$ cat config.mk
export PLATFORM = sky130hd
export DESIGN_NAME = alu
export DESIGN_NICKNAME = d
export VERILOG_FILES = /design/src/hdl/exPkg.sv /design/src/hdl/alu.sv
export VERILOG_INCLUDE_DIRS = /design/src /design/src/hdl
export SDC_FILE = /design/constraint.sdc
export NUM_CORES = 1
export LEC_CHECK = 0
export BUFFER_PORTS_ARGS = -buffer_cell sky130_fd_sc_hd__buf_2
export CAP_MARGIN = 15
export CORE_ASPECT_RATIO = 0.7
export CORE_UTILIZATION = 45
export DETAILED_ROUTE_END_ITERATION = 6
export GPL_TIMING_DRIVEN = 0
export PLACE_DENSITY = 0.68
export SLEW_MARGIN = 20
export SYNTH_ARGS = -nofsm -noshare
export SYNTH_HDL_FRONTEND = slang
export SYNTH_SLANG_ARGS = --single-unit
$ cat constraint.sdc
create_clock -name vclk -period 6.6
set_input_delay 1.32 -clock vclk [all_inputs]
set_output_delay 1.32 -clock vclk [all_outputs]
set_load 0.02 [all_outputs]
$ cat src/hdl/ex_consts.svh
// Execute stage constants
`ifndef EX_CONSTS_SVH
`define EX_CONSTS_SVH

// Primary opcodes
`define OP_SPECIAL  6'h00
`define OP_ADDI     6'h08
`define OP_ADDIU    6'h09
`define OP_SLTI     6'h0a
`define OP_SLTIU    6'h0b
`define OP_ANDI     6'h0c
`define OP_ORI      6'h0d
`define OP_XORI     6'h0e
`define OP_LUI      6'h0f
`define OP_LB       6'h20
`define OP_LH       6'h21
`define OP_LW       6'h23
`define OP_LBU      6'h24
`define OP_LHU      6'h25
`define OP_SB       6'h28
`define OP_SH       6'h29
`define OP_SW       6'h2b

// SPECIAL funct field
`define FN_SLL      6'h00
`define FN_SRL      6'h02
`define FN_SRA      6'h03
`define FN_SLLV     6'h04
`define FN_SRLV     6'h06
`define FN_SRAV     6'h07
`define FN_MFHI     6'h10
`define FN_MFLO     6'h12
`define FN_MULT     6'h18
`define FN_MULTU    6'h19
`define FN_DIV      6'h1a
`define FN_DIVU     6'h1b
`define FN_ADD      6'h20
`define FN_ADDU     6'h21
`define FN_SUB      6'h22
`define FN_SUBU     6'h23
`define FN_AND      6'h24
`define FN_OR       6'h25
`define FN_XOR      6'h26
`define FN_NOR      6'h27
`define FN_SLT      6'h2a
`define FN_SLTU     6'h2b

// ALU operations
`define ALU_ZERO    4'd0
`define ALU_ADD     4'd1
`define ALU_SUB     4'd2
`define ALU_AND     4'd3
`define ALU_OR      4'd4
`define ALU_XOR     4'd5
`define ALU_NOR     4'd6
`define ALU_SLT     4'd7
`define ALU_SLTU    4'd8
`define ALU_SLL     4'd9
`define ALU_SRL     4'd10
`define ALU_SRA     4'd11
`define ALU_LUI     4'd12

// Busy length of the multiply/divide unit
`define MULT_CYCLES 5
`define DIV_CYCLES  10

`endif

$ cat src/hdl/exPkg.sv
// Execute stage types
`default_nettype none

package exPkg;

    // Data and instruction words
    typedef logic [31:0] word_t;

    // Register number where 0 is the zero register
    typedef logic [4:0] regAddr_t;

    typedef logic [3:0] aluOp_t;

    // Instruction fields
    typedef logic [5:0] opcode_t;
    typedef logic [5:0] funct_t;
    typedef logic [4:0] shamt_t;
    typedef logic [15:0] imm16_t;

    // Multiply/divide sequencer
    typedef enum logic [1:0] {
        MD_IDLE,
        MD_MULT,
        MD_DIV
    } mdState_t;

endpackage

`default_nettype wire

$ cat src/hdl/alu.sv
// Integer ALU
`default_nettype none
`include "ex_consts.svh"

module alu (
    input wire exPkg::word_t a,
    input wire exPkg::word_t b,
    input wire exPkg::aluOp_t op,
    output exPkg::word_t result
);

    // Shift amount comes from a and the shifted value from b
    logic [4:0] shiftAmt;

    assign shiftAmt = a[4:0];

    always_comb begin
        case (op)
            `ALU_ADD: result = a + b;
            `ALU_SUB: result = a - b;
            `ALU_AND: result = a & b;
            `ALU_OR: result = a | b;
            `ALU_XOR: result = a ^ b;
            `ALU_NOR: result = ~(a | b);
            `ALU_SLT: result = {31'b0, $signed(a) < $signed(b)};
            `ALU_SLTU: result = {31'b0, a < b};
            `ALU_SLL: result = b << shiftAmt;
            `ALU_SRL: result = b >> shiftAmt;
            `ALU_SRA: result = $signed(b) >>> shiftAmt;
            // Immediate into the upper half
            `ALU_LUI: result = {b[15:0], 16'b0};
            default: result = '0;
        endcase
    end

endmodule

`default_nettype wire

==> impl_metrics.tcl <==
set metrics [dict create \
    failed_checks "DRC" \
    place_inst 1722 \
    fin_crit_sh_pct 99.4 \
    p_clk_share_pct 0 \
    die_area_mm2 0.0208 \
    area_delta_synth_final_pct 10.5 \
    clock_buffer_count 0 \
    drt_iter0_markers 2334 \
    regArea_um2 0 \
    drtPass1Iterations 7 \
    relSlewSlack_pct 19.3 \
    worst_pin_slew_ns 1.20 \
    p_int_w 0.000312 \
    hpwl_um 41900 \
    die_h_um 121 \
    endpoint_kind "output port" \
    total_power_w 0.000945 \
    rsz0062_at_grt "false" \
    grt.total_usage_pct 48.9 \
    timing.hold.ws_ns 3.28 \
    ys_top_cells_by_area "ha_1 (13%), mux4_2 (11%), nor2_1 (6.3%)" \
    routed_via_density 7.29 \
    drv_cap 0 \
    finalHoldViolCount 0 \
    fin_crit_ns 6.56 \
    ys_seq_area_share_pct 0 \
    vias 12500 \
    fp.coreArea_mm2 0.0199 \
    start_kind "primary input" \
    setup_viol 0 \
    final_core_util_pct 50.7 \
    drcViolationCount 23 \
    p_sw_share_pct 67.0 \
    ir_drop_uv 53.2 \
    hold_buffers 0 \
    wl_per_cell_um 30.0 \
    post_synth_inst_count 1353 \
    drive_above_1_share_pct 15.3 \
    postRouteAntennaNets 0 \
    max_freq_ghz 0.152 \
    mappedNetlistNets 1519 \
    dp_slack_ns -1.32 \
    power.leakage_nw 4.38 \
    worstHoldPathType "primary input to output port" \
    fin_nets 1613 \
    initial_core_util_pct 45.9 \
    synth_cell_type_count 75 \
    p_switching_w 0.000633 \
    final_cells 1715 \
    routed_wl_um 51500 \
    grt_max_degree 20 \
    netlist_area_mm2 0.00912 \
    run_status "complete, but fails checks" \
    grt_pass1_vias 10900 \
    grt_pass1_wl_um 74000 \
    overflow 0 \
    io_buffers 99 \
    required_ns 5.28 \
    yosysTopAreaCell "ha_1" \
    avgSynthCellArea_um2 6.74 \
    crit_fanout 10 \
    arrival_ns 5.24 \
    antenna_found_initial 1 \
    gp_congestion 1.11 \
    yosysTopAreaCellShare_pct 13.2 \
    seq_cells 0 \
    n_antenna_cell 0 \
    critPathKind "primary input to output port" \
    share_seq_of_total_power_pct 0 \
    pin_count 100 \
    num_rows 43 \
    final.setup.worst_slack_ns 0.0376 \
    yosysWarnings 0 \
    die_x_um 172 \
    p_per_area_mw_per_mm2 93.8 \
    p_comb_share_pct 100.0 \
    slew_violations 0 \
]
## worst max-delay path, stage by stage
cell	delay [ns]
buf_2	0.21
buf_6	0.22
buf_4	0.23
buf_2	0.38
clkbuf_4	0.36
buf_2	0.34
o21ai_0	0.15
o211ai_1	0.46
o21ai_1	0.31
o21ai_0	0.30
o21ai_0	0.11
a22oi_1	0.44
a211oi_1	0.08
o2111ai_1	0.11
buf_2	0.19
## cells in the final DEF (no fill, tap or decap), types with 11 or more instances in the layout
cell type  count
o2111ai_1     11
o211ai_1      25
mux2i_1       41
clkbuf_1      68
mux2_2        12
a221o_1       13
a21oi_1      114
ha_1          94
nor2_1       154
nor3_1        28
o21bai_1      11
a21o_1        15
buf_2        117
inv_1         93
a22oi_1       13
nor2b_1       15
o22ai_1       12
a31oi_1       15
nand2_1      135
nand2b_1      16
a211oi_1      27
nand3_1       27
a211o_1       12
mux4_2        43
o21ai_0      103
a221oi_1      19
nand4_1       18
## routing by layer
metal	GRT usage [%]	part of all wire, %
met4	16.2	4.6
met2	64.3	37
met5	5.37	0.21
met3	18.1	17
met1	70.9	41
## path summary, 6_finish.rpt
| kind | startpoint | endpoint | slack, ns | cells past startpoint |
|---|---|---|---|---|
| setup / recovery | a[1] | result[14] | 0.04 | 15 |
| hold / removal | a[7] | result[7] | 3.28 | 6 |
## area by class of cell
type                       instances  area (um2)
timing repair buffer             101         513
multi-input combinational       1143        8380
buffer                           104         465
fill                            2081        9780
inverter                          97         373
tap                              270         338
## cell usage after synthesis, types with 18 or more instances
library cell and n:
o21ai_0 105, o211ai_1 25, a211oi_1 28, clkbuf_1 78, mux4_2 43, a21oi_1 115, nand2_1 135, ha_1 96
nand4_1 18, nor3_1 29, nand3_1 27, mux2i_1 41, a221oi_1 19, nor2_1 154, inv_1 94, buf_2 20
## what timing repair did
item,CTS,global route
buffers inserted,1,1
resized for setup,23,14
pin swaps,1,1
setup endpoints to repair,27,8
## power groups by stage
stage / logic (W) / registers (W) / clock network (W)
CTS: 0.000891 / 0 / 0
floorplan: 0.000570 / 0 / 0
finish: 0.000945 / 0 / 0
global route: 0.000988 / 0 / 0
global placement: 0.000881 / 0 / 0
detailed placement: 0.000881 / 0 / 0
## logic make-up (layout without fill, tap and decap cells)
logic type	count (synthesis)	after routing	share of synthesized area, %
compound gates	491	491	36.4
xor+xnor	6	6	0.576
fa+ha+maj	98	98	13.6
buf+inv	210	302	9.25
mux	100	100	17.8
simple gates	448	448	22.4
## through the flow
step | instance area [um2] | TNS (ns)
5_1_grt | 10100 | 0
3_3_place_gp | 9950 | -18.95
6_report | 10100 | 0
3_5_place_dp | 9950 | -17.67
2_1_floorplan | 9120 | 0
4_1_cts | 10000 | 0
(Power assumes the default switching activity.)
