[config.mk]
export PLATFORM = sky130hd
export DESIGN_NAME = instrDecode
export DESIGN_NICKNAME = d
export VERILOG_FILES = /design/src/hdl/exPkg.sv /design/src/hdl/instrDecode.sv
export VERILOG_INCLUDE_DIRS = /design/src /design/src/hdl
export SDC_FILE = /design/constraint.sdc
export NUM_CORES = 1
export LEC_CHECK = 0
export BUFFER_PORTS_ARGS = -buffer_cell sky130_fd_sc_hd__buf_2
export CAP_MARGIN = 20
export CORE_AREA = 2 2 39 41
export DETAILED_ROUTE_END_ITERATION = 10
export DIE_AREA = 0 0 41 43
export PLACE_DENSITY = 0.87
export SLEW_MARGIN = 10
export SYNTH_ARGS = -nofsm -noshare
export SYNTH_HDL_FRONTEND = slang
export SYNTH_SLANG_ARGS = --single-unit
[constraint.sdc]
create_clock -name vclk -period 2.7
set_input_delay 0.135 -clock vclk [all_inputs]
set_output_delay 0.135 -clock vclk [all_outputs]
set_load 0.1 [all_outputs]
[src/hdl/ex_consts.svh]
// Execute stage constants
`ifndef EX_CONSTS_SVH
`define EX_CONSTS_SVH

// Primary opcodes
`define OP_SPECIAL  6'h00
`define OP_ADDI     6'h08
`define OP_ADDIU    6'h09
`define OP_SLTI     6'h0a
`define OP_SLTIU    6'h0b
`define OP_ANDI     6'h0c
`define OP_ORI      6'h0d
`define OP_XORI     6'h0e
`define OP_LUI      6'h0f
`define OP_LB       6'h20
`define OP_LH       6'h21
`define OP_LW       6'h23
`define OP_LBU      6'h24
`define OP_LHU      6'h25
`define OP_SB       6'h28
`define OP_SH       6'h29
`define OP_SW       6'h2b

// SPECIAL funct field
`define FN_SLL      6'h00
`define FN_SRL      6'h02
`define FN_SRA      6'h03
`define FN_SLLV     6'h04
`define FN_SRLV     6'h06
`define FN_SRAV     6'h07
`define FN_MFHI     6'h10
`define FN_MFLO     6'h12
`define FN_MULT     6'h18
`define FN_MULTU    6'h19
`define FN_DIV      6'h1a
`define FN_DIVU     6'h1b
`define FN_ADD      6'h20
`define FN_ADDU     6'h21
`define FN_SUB      6'h22
`define FN_SUBU     6'h23
`define FN_AND      6'h24
`define FN_OR       6'h25
`define FN_XOR      6'h26
`define FN_NOR      6'h27
`define FN_SLT      6'h2a
`define FN_SLTU     6'h2b

// ALU operations
`define ALU_ZERO    4'd0
`define ALU_ADD     4'd1
`define ALU_SUB     4'd2
`define ALU_AND     4'd3
`define ALU_OR      4'd4
`define ALU_XOR     4'd5
`define ALU_NOR     4'd6
`define ALU_SLT     4'd7
`define ALU_SLTU    4'd8
`define ALU_SLL     4'd9
`define ALU_SRL     4'd10
`define ALU_SRA     4'd11
`define ALU_LUI     4'd12

// Busy length of the multiply/divide unit
`define MULT_CYCLES 5
`define DIV_CYCLES  10

`endif

[src/hdl/exPkg.sv]
// Execute stage types
`default_nettype none

package exPkg;

    // Data and instruction words
    typedef logic [31:0] word_t;

    // Register number where 0 is the zero register
    typedef logic [4:0] regAddr_t;

    typedef logic [3:0] aluOp_t;

    // Instruction fields
    typedef logic [5:0] opcode_t;
    typedef logic [5:0] funct_t;
    typedef logic [4:0] shamt_t;
    typedef logic [15:0] imm16_t;

    // Multiply/divide sequencer
    typedef enum logic [1:0] {
        MD_IDLE,
        MD_MULT,
        MD_DIV
    } mdState_t;

endpackage

`default_nettype wire

[src/hdl/instrDecode.sv]
// Instruction decoder
`default_nettype none
`include "ex_consts.svh"

module instrDecode (
    input wire exPkg::word_t instr,
    output exPkg::aluOp_t aluOp,
    output logic useImm,
    output logic signExt,
    output logic shiftByShamt,
    output logic aluWrites,
    output logic memAccess,
    output logic mdStart,
    output logic mdIsDiv,
    output logic mdSigned,
    output logic readHi,
    output logic readLo,
    output logic mdUses
);

    exPkg::opcode_t opcode;
    exPkg::funct_t funct;
    logic isSpecial;

    assign opcode = instr[31:26];
    assign funct = instr[5:0];
    assign isSpecial = (opcode == `OP_SPECIAL);

    always_comb begin
        aluOp = `ALU_ZERO;
        useImm = 1'b0;
        signExt = 1'b0;
        memAccess = 1'b0;
        if (isSpecial) begin
            case (funct)
                `FN_SLL, `FN_SLLV: aluOp = `ALU_SLL;
                `FN_SRL, `FN_SRLV: aluOp = `ALU_SRL;
                `FN_SRA, `FN_SRAV: aluOp = `ALU_SRA;
                `FN_ADD, `FN_ADDU: aluOp = `ALU_ADD;
                `FN_SUB, `FN_SUBU: aluOp = `ALU_SUB;
                `FN_AND: aluOp = `ALU_AND;
                `FN_OR: aluOp = `ALU_OR;
                `FN_XOR: aluOp = `ALU_XOR;
                `FN_NOR: aluOp = `ALU_NOR;
                `FN_SLT: aluOp = `ALU_SLT;
                `FN_SLTU: aluOp = `ALU_SLTU;
                default: aluOp = `ALU_ZERO;
            endcase
        end else begin
            useImm = 1'b1;
            case (opcode)
                `OP_ADDI, `OP_ADDIU: begin
                    aluOp = `ALU_ADD;
                    signExt = 1'b1;
                end
                `OP_SLTI: begin
                    aluOp = `ALU_SLT;
                    signExt = 1'b1;
                end
                `OP_SLTIU: begin
                    aluOp = `ALU_SLTU;
                    signExt = 1'b1;
                end
                // Logical immediates are zero extended
                `OP_ANDI: aluOp = `ALU_AND;
                `OP_ORI: aluOp = `ALU_OR;
                `OP_XORI: aluOp = `ALU_XOR;
                `OP_LUI: aluOp = `ALU_LUI;
                `OP_LB, `OP_LH, `OP_LW, `OP_LBU, `OP_LHU, `OP_SB, `OP_SH, `OP_SW: begin
                    aluOp = `ALU_ADD;
                    signExt = 1'b1;
                    memAccess = 1'b1;
                end
                default: useImm = 1'b0;
            endcase
        end
    end

    // Loads and stores never write the ALU result to a register
    assign aluWrites = (aluOp != `ALU_ZERO) && !memAccess;
    assign shiftByShamt = isSpecial && (funct inside {`FN_SLL, `FN_SRL, `FN_SRA});

    assign mdStart = isSpecial && (funct inside {`FN_MULT, `FN_MULTU, `FN_DIV, `FN_DIVU});
    assign mdIsDiv = isSpecial && (funct inside {`FN_DIV, `FN_DIVU});
    assign mdSigned = isSpecial && (funct inside {`FN_MULT, `FN_DIV});
    assign readHi = isSpecial && (funct == `FN_MFHI);
    assign readLo = isSpecial && (funct == `FN_MFLO);
    assign mdUses = mdStart || readHi || readLo;

endmodule

`default_nettype wire

==> results of run 1 <==
-- per-layer routing --
| layer | track usage, % | part of all wire, % |
|---|---|---|
| met4 | 3.33 | 1.6 |
| met3 | 1.05 | 4.2 |
| met2 | 28.1 | 51 |
| met1 | 17.1 | 43 |
| met5 | 0 | 0 |
-- through the flow --
step	cell area [um2]	setup TNS, ns	instances
after floorplan	497	-0.0849	76
after global placement	638	0	116
after detailed placement	638	0	116
after CTS	638	0	116
after global routing	638	0	116
final	638	0	116
-- critical path: stages --
cell     delay (ns)
buf_2          0.12
inv_1          0.08
ha_1           0.27
nor2b_1        0.16
o21ai_1        0.23
a21oi_1        0.07
o31a_1         0.25
o31a_1         0.29
buf_2          0.30
-- worst max path at each step --
stage	start	to	slack [ns]	cells after the start
global placement	instr[0]	aluWrites	0.71	9
CTS	instr[0]	aluWrites	0.66	9
global route	instr[0]	aluWrites	0.53	9
detailed placement	instr[0]	aluWrites	0.67	9
floorplan	instr[1]	aluWrites	-0.06	5
finish	instr[0]	aluWrites	0.65	9
-- final cells by class --
type | instances | area (um2)
fillers | 150 | 746
inverters | 5 | 18.8
multi-input cells | 68 | 464
well taps | 16 | 20.0
repair buffers | 27 | 135
-- synthesized netlist by cell type --
master     instances  area share, %
nor2_1            11            8.7
a21oi_1            7            7.4
ha_1               6             16
nand2_1            6            4.7
o21ai_0            5            5.3
inv_1              4            3.2
nor2b_1            4            5.3
nand3_1            3            3.2
and2_1             2            2.6
buf_2              2            2.1
nand2b_1           2            2.6
nor2_2             2            2.6
nor3_1             2            2.1
o21ai_1            2            2.1
o311a_1            2            4.2
o31a_1             2            3.7
o32ai_1            2            3.7
a221oi_1           1            1.8
clkbuf_1           1           0.79
inv_2              1           0.79
mux2i_1            1            2.1
nand3_2            1            2.1
nand4bb_1          1            2.4
o2111ai_1          1            1.8
o22ai_1            1            1.3
o31ai_1            1            1.6
or2_1              1            1.3
or4b_4             1            2.9
xnor2_1            1            1.8
-- power groups by stage --
stage          combinational [mW]  sequential (mW)  clock (mW)
2_1_floorplan              0.0943                0           0
3_3_place_gp                0.120                0           0
3_5_place_dp                0.123                0           0
4_1_cts                     0.124                0           0
5_1_grt                     0.132                0           0
6_report                    0.125                0           0
-- logic make-up (layout without fill, tap and decap cells) --
kind of cell    after synthesis  after routing
fa+ha+maj                     6              6
buf+inv                       8             32
simple gates                 36             36
compound gates               24             24
xor+xnor                      1              1
mux                           1              1
==> metrics.md, run 1 <==
| Metric | Value |
|---|---|
| Status | `finished clean` |
| Switching Fraction | `74.8%` |
| Drt wl/cell | `11.8 um` |
| CORE AREA | `0.00138 mm2` |
| Synth Area in Adders | `15.8%` |
| Die ar. | `0.00176 mm2` |
| Dpl ws | `0.667 ns` |
| ANT nets after route | `0` |
| DIE WIDTH | `41 um` |
| Cell Rows | `14` |
| Total wire length | `1370 um` |
| Crit path DAT | `1.91 ns` |
| Initial antenna violation count | `0` |
| GRT Residual Overflow | `0` |
| RSZ-0062 raised after global routing | `false` |
| Residual DRC count | `0` |
| Min Tclk post-route | `2.05 ns` |
| Nets | `140` |
| Gate Count Post-Synth | `76` |
| IO Pins | `47` |
| Startpoint Class | `input port` |
| Main combinational cell family by area after synthesis | `simple AND/OR/NAND/NOR gates` |
| Post-synthesis mux area share | `2.11%` |
| Logic pwr share | `100.0%` |
| Total power | `0.125 mW` |
| Slew headroom | `67.8%` |
| Clock power share | `0%` |
| Starting DRC count in detailed routing | `9` |
| Register area | `0 um2` |
| Layout cell share with drive strength beyond 1 | `35.0%` |
| Mapped Area | `475 um2` |
| Hold crit path type | `in -> out` |
| Setup ws final | `0.651 ns` |
| Most frequent cells in the layout | `buf_2, nor2_1, a21oi_1` |
| Synth Area in Compound Gates | `32.9%` |
| Crit Path Category | `in -> out` |
| Static Leak | `0.324 nW` |
| Post-CTS resize count | `0` |
| Via Count | `641` |
| Area Growth Syn to Fin | `34.2%` |
| Post-DP HPWL | `1120 um` |
| Hold wc startpoint | `instr[30]` |
| Finished Core Util | `46.1%` |
| Pins over their slew limit | `0` |
| Power Internal | `0.0314 mW` |
| Hold Fails Final Rpt | `0` |
| Final Cycle Share | `75.9%` |
| Xor/xnor share of the synthesized area | `1.84%` |
| Final hold slack | `0.776 ns` |
| Worst-Margin Slew | `0.486 ns` |
| GRT Total Usage | `15.1%` |
| Maxcap violations | `0` |
| Hold_buf cts | `0` |
| Peak supply drop | `152 uV` |
| Placer congestion estimate | `0.790` |
| Setup crit end kind | `output port` |
| Commonest non-fill, non-tap cell in the layout | `buf_2` |
| Hold endpoint | `aluOp[0]` |
| Ant. Diodes | `0` |
| # clk buffers | `0` |
| # port buffers | `27` |
| Die Span Y | `43 um` |
| Post-synthesis sequential area ratio | `0%` |
| PwrDens | `195 mW/mm2` |
| Syn Nets | `114` |
| Pre-Repair DR Iteration Count | `4` |
| Largest net degree at the start of global routing | `12` |
| Initial cell density of the core | `34.4%` |
| Total of warnings raised by yosys | `0` |
| Setup Fix Bufs, Post-CTS | `0` |
| Largest fanout on the critical path | `6` |
| Post-Synth Simple-Gate Area | `40.5%` |
| Synth cell types | `29` |
| Mapped Avg Cell Area | `6.26 um2` |
| Vias in the first global route | `517` |
| Fmax | `0.488 GHz` |
| Vias per Instance | `5.53` |
| Worst EP required | `2.57 ns` |
| Hold depth | `3` |
| Sequential share of power | `0%` |
| Sw power | `0.0932 mW` |
| Final setup violation count | `0` |
| First-pass GRT wire length | `1980 um` |
| Seq cells | `0` |
Power figures use the tool's default switching activity.
==> run 2: changes to the inputs <==
Settings changed: CORE_AREA 2 2 39 41 to not set, CORE_MARGIN set to 1.5, CORE_UTILIZATION set to 35, DIE_AREA 0 0 41 43 to not set, PLACE_DENSITY 0.87 to 0.89.
Clock period 2.7 ns to 1.7 ns, I/O delays scaled along.
==> metrics.md, run 2 (synthesized netlist as in run 1, its figures left out) <==
| Metric | Value |
|---|---|
| Status | `finished clean` |
| Final setup violation count | `0` |
| Post-Layout Cell Count | `126` |
| Crit Path Category | `in -> out` |
| Starting DRC count in detailed routing | `9` |
| Largest fanout on the critical path | `3` |
| Seq cells | `0` |
| ANT nets after route | `0` |
| Die ar. | `0.00159 mm2` |
| Cell Rows | `13` |
| Dpl ws | `-0.101 ns` |
| GRT Total Usage | `21.9%` |
| Setup ws final | `0.0810 ns` |
| CORE AREA | `0.00128 mm2` |
| Placer congestion estimate | `0.830` |
| Hold crit path type | `in -> out` |
| Final hold slack | `0.639 ns` |
| Min Tclk post-route | `1.62 ns` |
| Largest net degree at the start of global routing | `12` |
| Finished Core Util | `75.3%` |
| Pre-Repair DR Iteration Count | `4` |
| Register area | `0 um2` |
| Nets | `151` |
| Initial antenna violation count | `0` |
| Post-DP HPWL | `1330 um` |
| Vias in the first global route | `597` |
| Logic pwr share | `100.0%` |
| Residual DRC count | `0` |
| GRT Residual Overflow | `0` |
| Area Growth Syn to Fin | `103%` |
| Vias per Instance | `5.46` |
| Drt wl/cell | `12.5 um` |
| RSZ-0062 raised after global routing | `false` |
| PwrDens | `270 mW/mm2` |
| Setup crit end kind | `output port` |
| Fmax | `0.618 GHz` |
| # port buffers | `27` |
| Static Leak | `0.413 nW` |
| Total wire length | `1570 um` |
| Initial cell density of the core | `37.0%` |
| Worst-Margin Slew | `0.485 ns` |
| Clock power share | `0%` |
| Maxcap violations | `0` |
| Setup Fix Bufs, Post-CTS | `0` |
| Placed instance count | `126` |
| Die Span Y | `39.9 um` |
| Sequential share of power | `0%` |
| DIE WIDTH | `39.9 um` |
| Slew headroom | `67.9%` |
| Total power | `0.261 mW` |
| # clk buffers | `0` |
| Commonest non-fill, non-tap cell in the layout | `buf_2` |
| Final Cycle Share | `95.2%` |
| IO Pins | `47` |
| Startpoint Class | `input port` |
| Layout cell share with drive strength beyond 1 | `54.1%` |
| Hold_buf cts | `0` |
| Switching Fraction | `64.9%` |
| Area occupied by multi-input gates | `544 um2` |
| Power Internal | `0.0917 mW` |
| Most frequent cells in the layout | `buf_2, buf_12, buf_4` |
| First-pass GRT wire length | `2430 um` |
| Pins over their slew limit | `0` |
| Crit path DAT | `1.53 ns` |
| Via Count | `688` |
| Worst EP required | `1.62 ns` |
| Peak supply drop | `218 uV` |
| Hold Fails Final Rpt | `0` |
| Ant. Diodes | `0` |
| Sw power | `0.170 mW` |
| Fillers | `97` |
## run 2: layout make-up
| class | count | share of cell area [%] |
|---|---|---|
| inverters | 5 | 2.20 |
| well taps | 15 | 1.94 |
| multi-input cells | 68 | 56.3 |
| repair buffers | 38 | 39.6 |
## run 2: per-stage QoR
stage	TNS, ns	area [um2]
floorplan	-0.402	558
global placement	-0.0405	931
detailed placement	-0.101	931
CTS	0	953
global route	0	967
finish	0	967
## run 2: final timing paths
path | from | endpoint | slack, ns | cells past startpoint
worst min-delay path | instr[27] | aluOp[3] | 0.64 | 4
worst max-delay path | instr[0] | aluWrites | 0.08 | 9
## run 2: critical path, stage by stage
cell,delay [ns]
buf_2,0.11
inv_4,0.04
ha_1,0.20
nor2b_1,0.13
o21ai_1,0.18
a21oi_1,0.06
o31a_1,0.23
o31a_2,0.31
buf_12,0.17
## run 2: power by group through the flow
stage / logic, mW / registers (mW) / clock network [mW]
final: 0.261 / 0 / 0
after global routing: 0.277 / 0 / 0
after CTS: 0.255 / 0 / 0
after detailed placement: 0.245 / 0 / 0
after global placement: 0.237 / 0 / 0
after floorplan: 0.164 / 0 / 0
## run 2: repair_timing
| action | 4_1_cts | 5_1_grt |
|---|---|---|
| gates resized for setup | 5 | 6 |
| pin swaps | 0 | 2 |
| setup endpoints to repair | 1 | 1 |
## run 2: per-layer routing
| layer | part of all wire, % | track usage, % | routed length [um] |
|---|---|---|---|
| met1 | 38 | 22.7 | 594 |
| met2 | 56 | 45.9 | 880 |
| met3 | 4.8 | 1.14 | 75 |
| met4 | 1.3 | 4.31 | 21 |
| met5 | 0 | 0 | 0 |
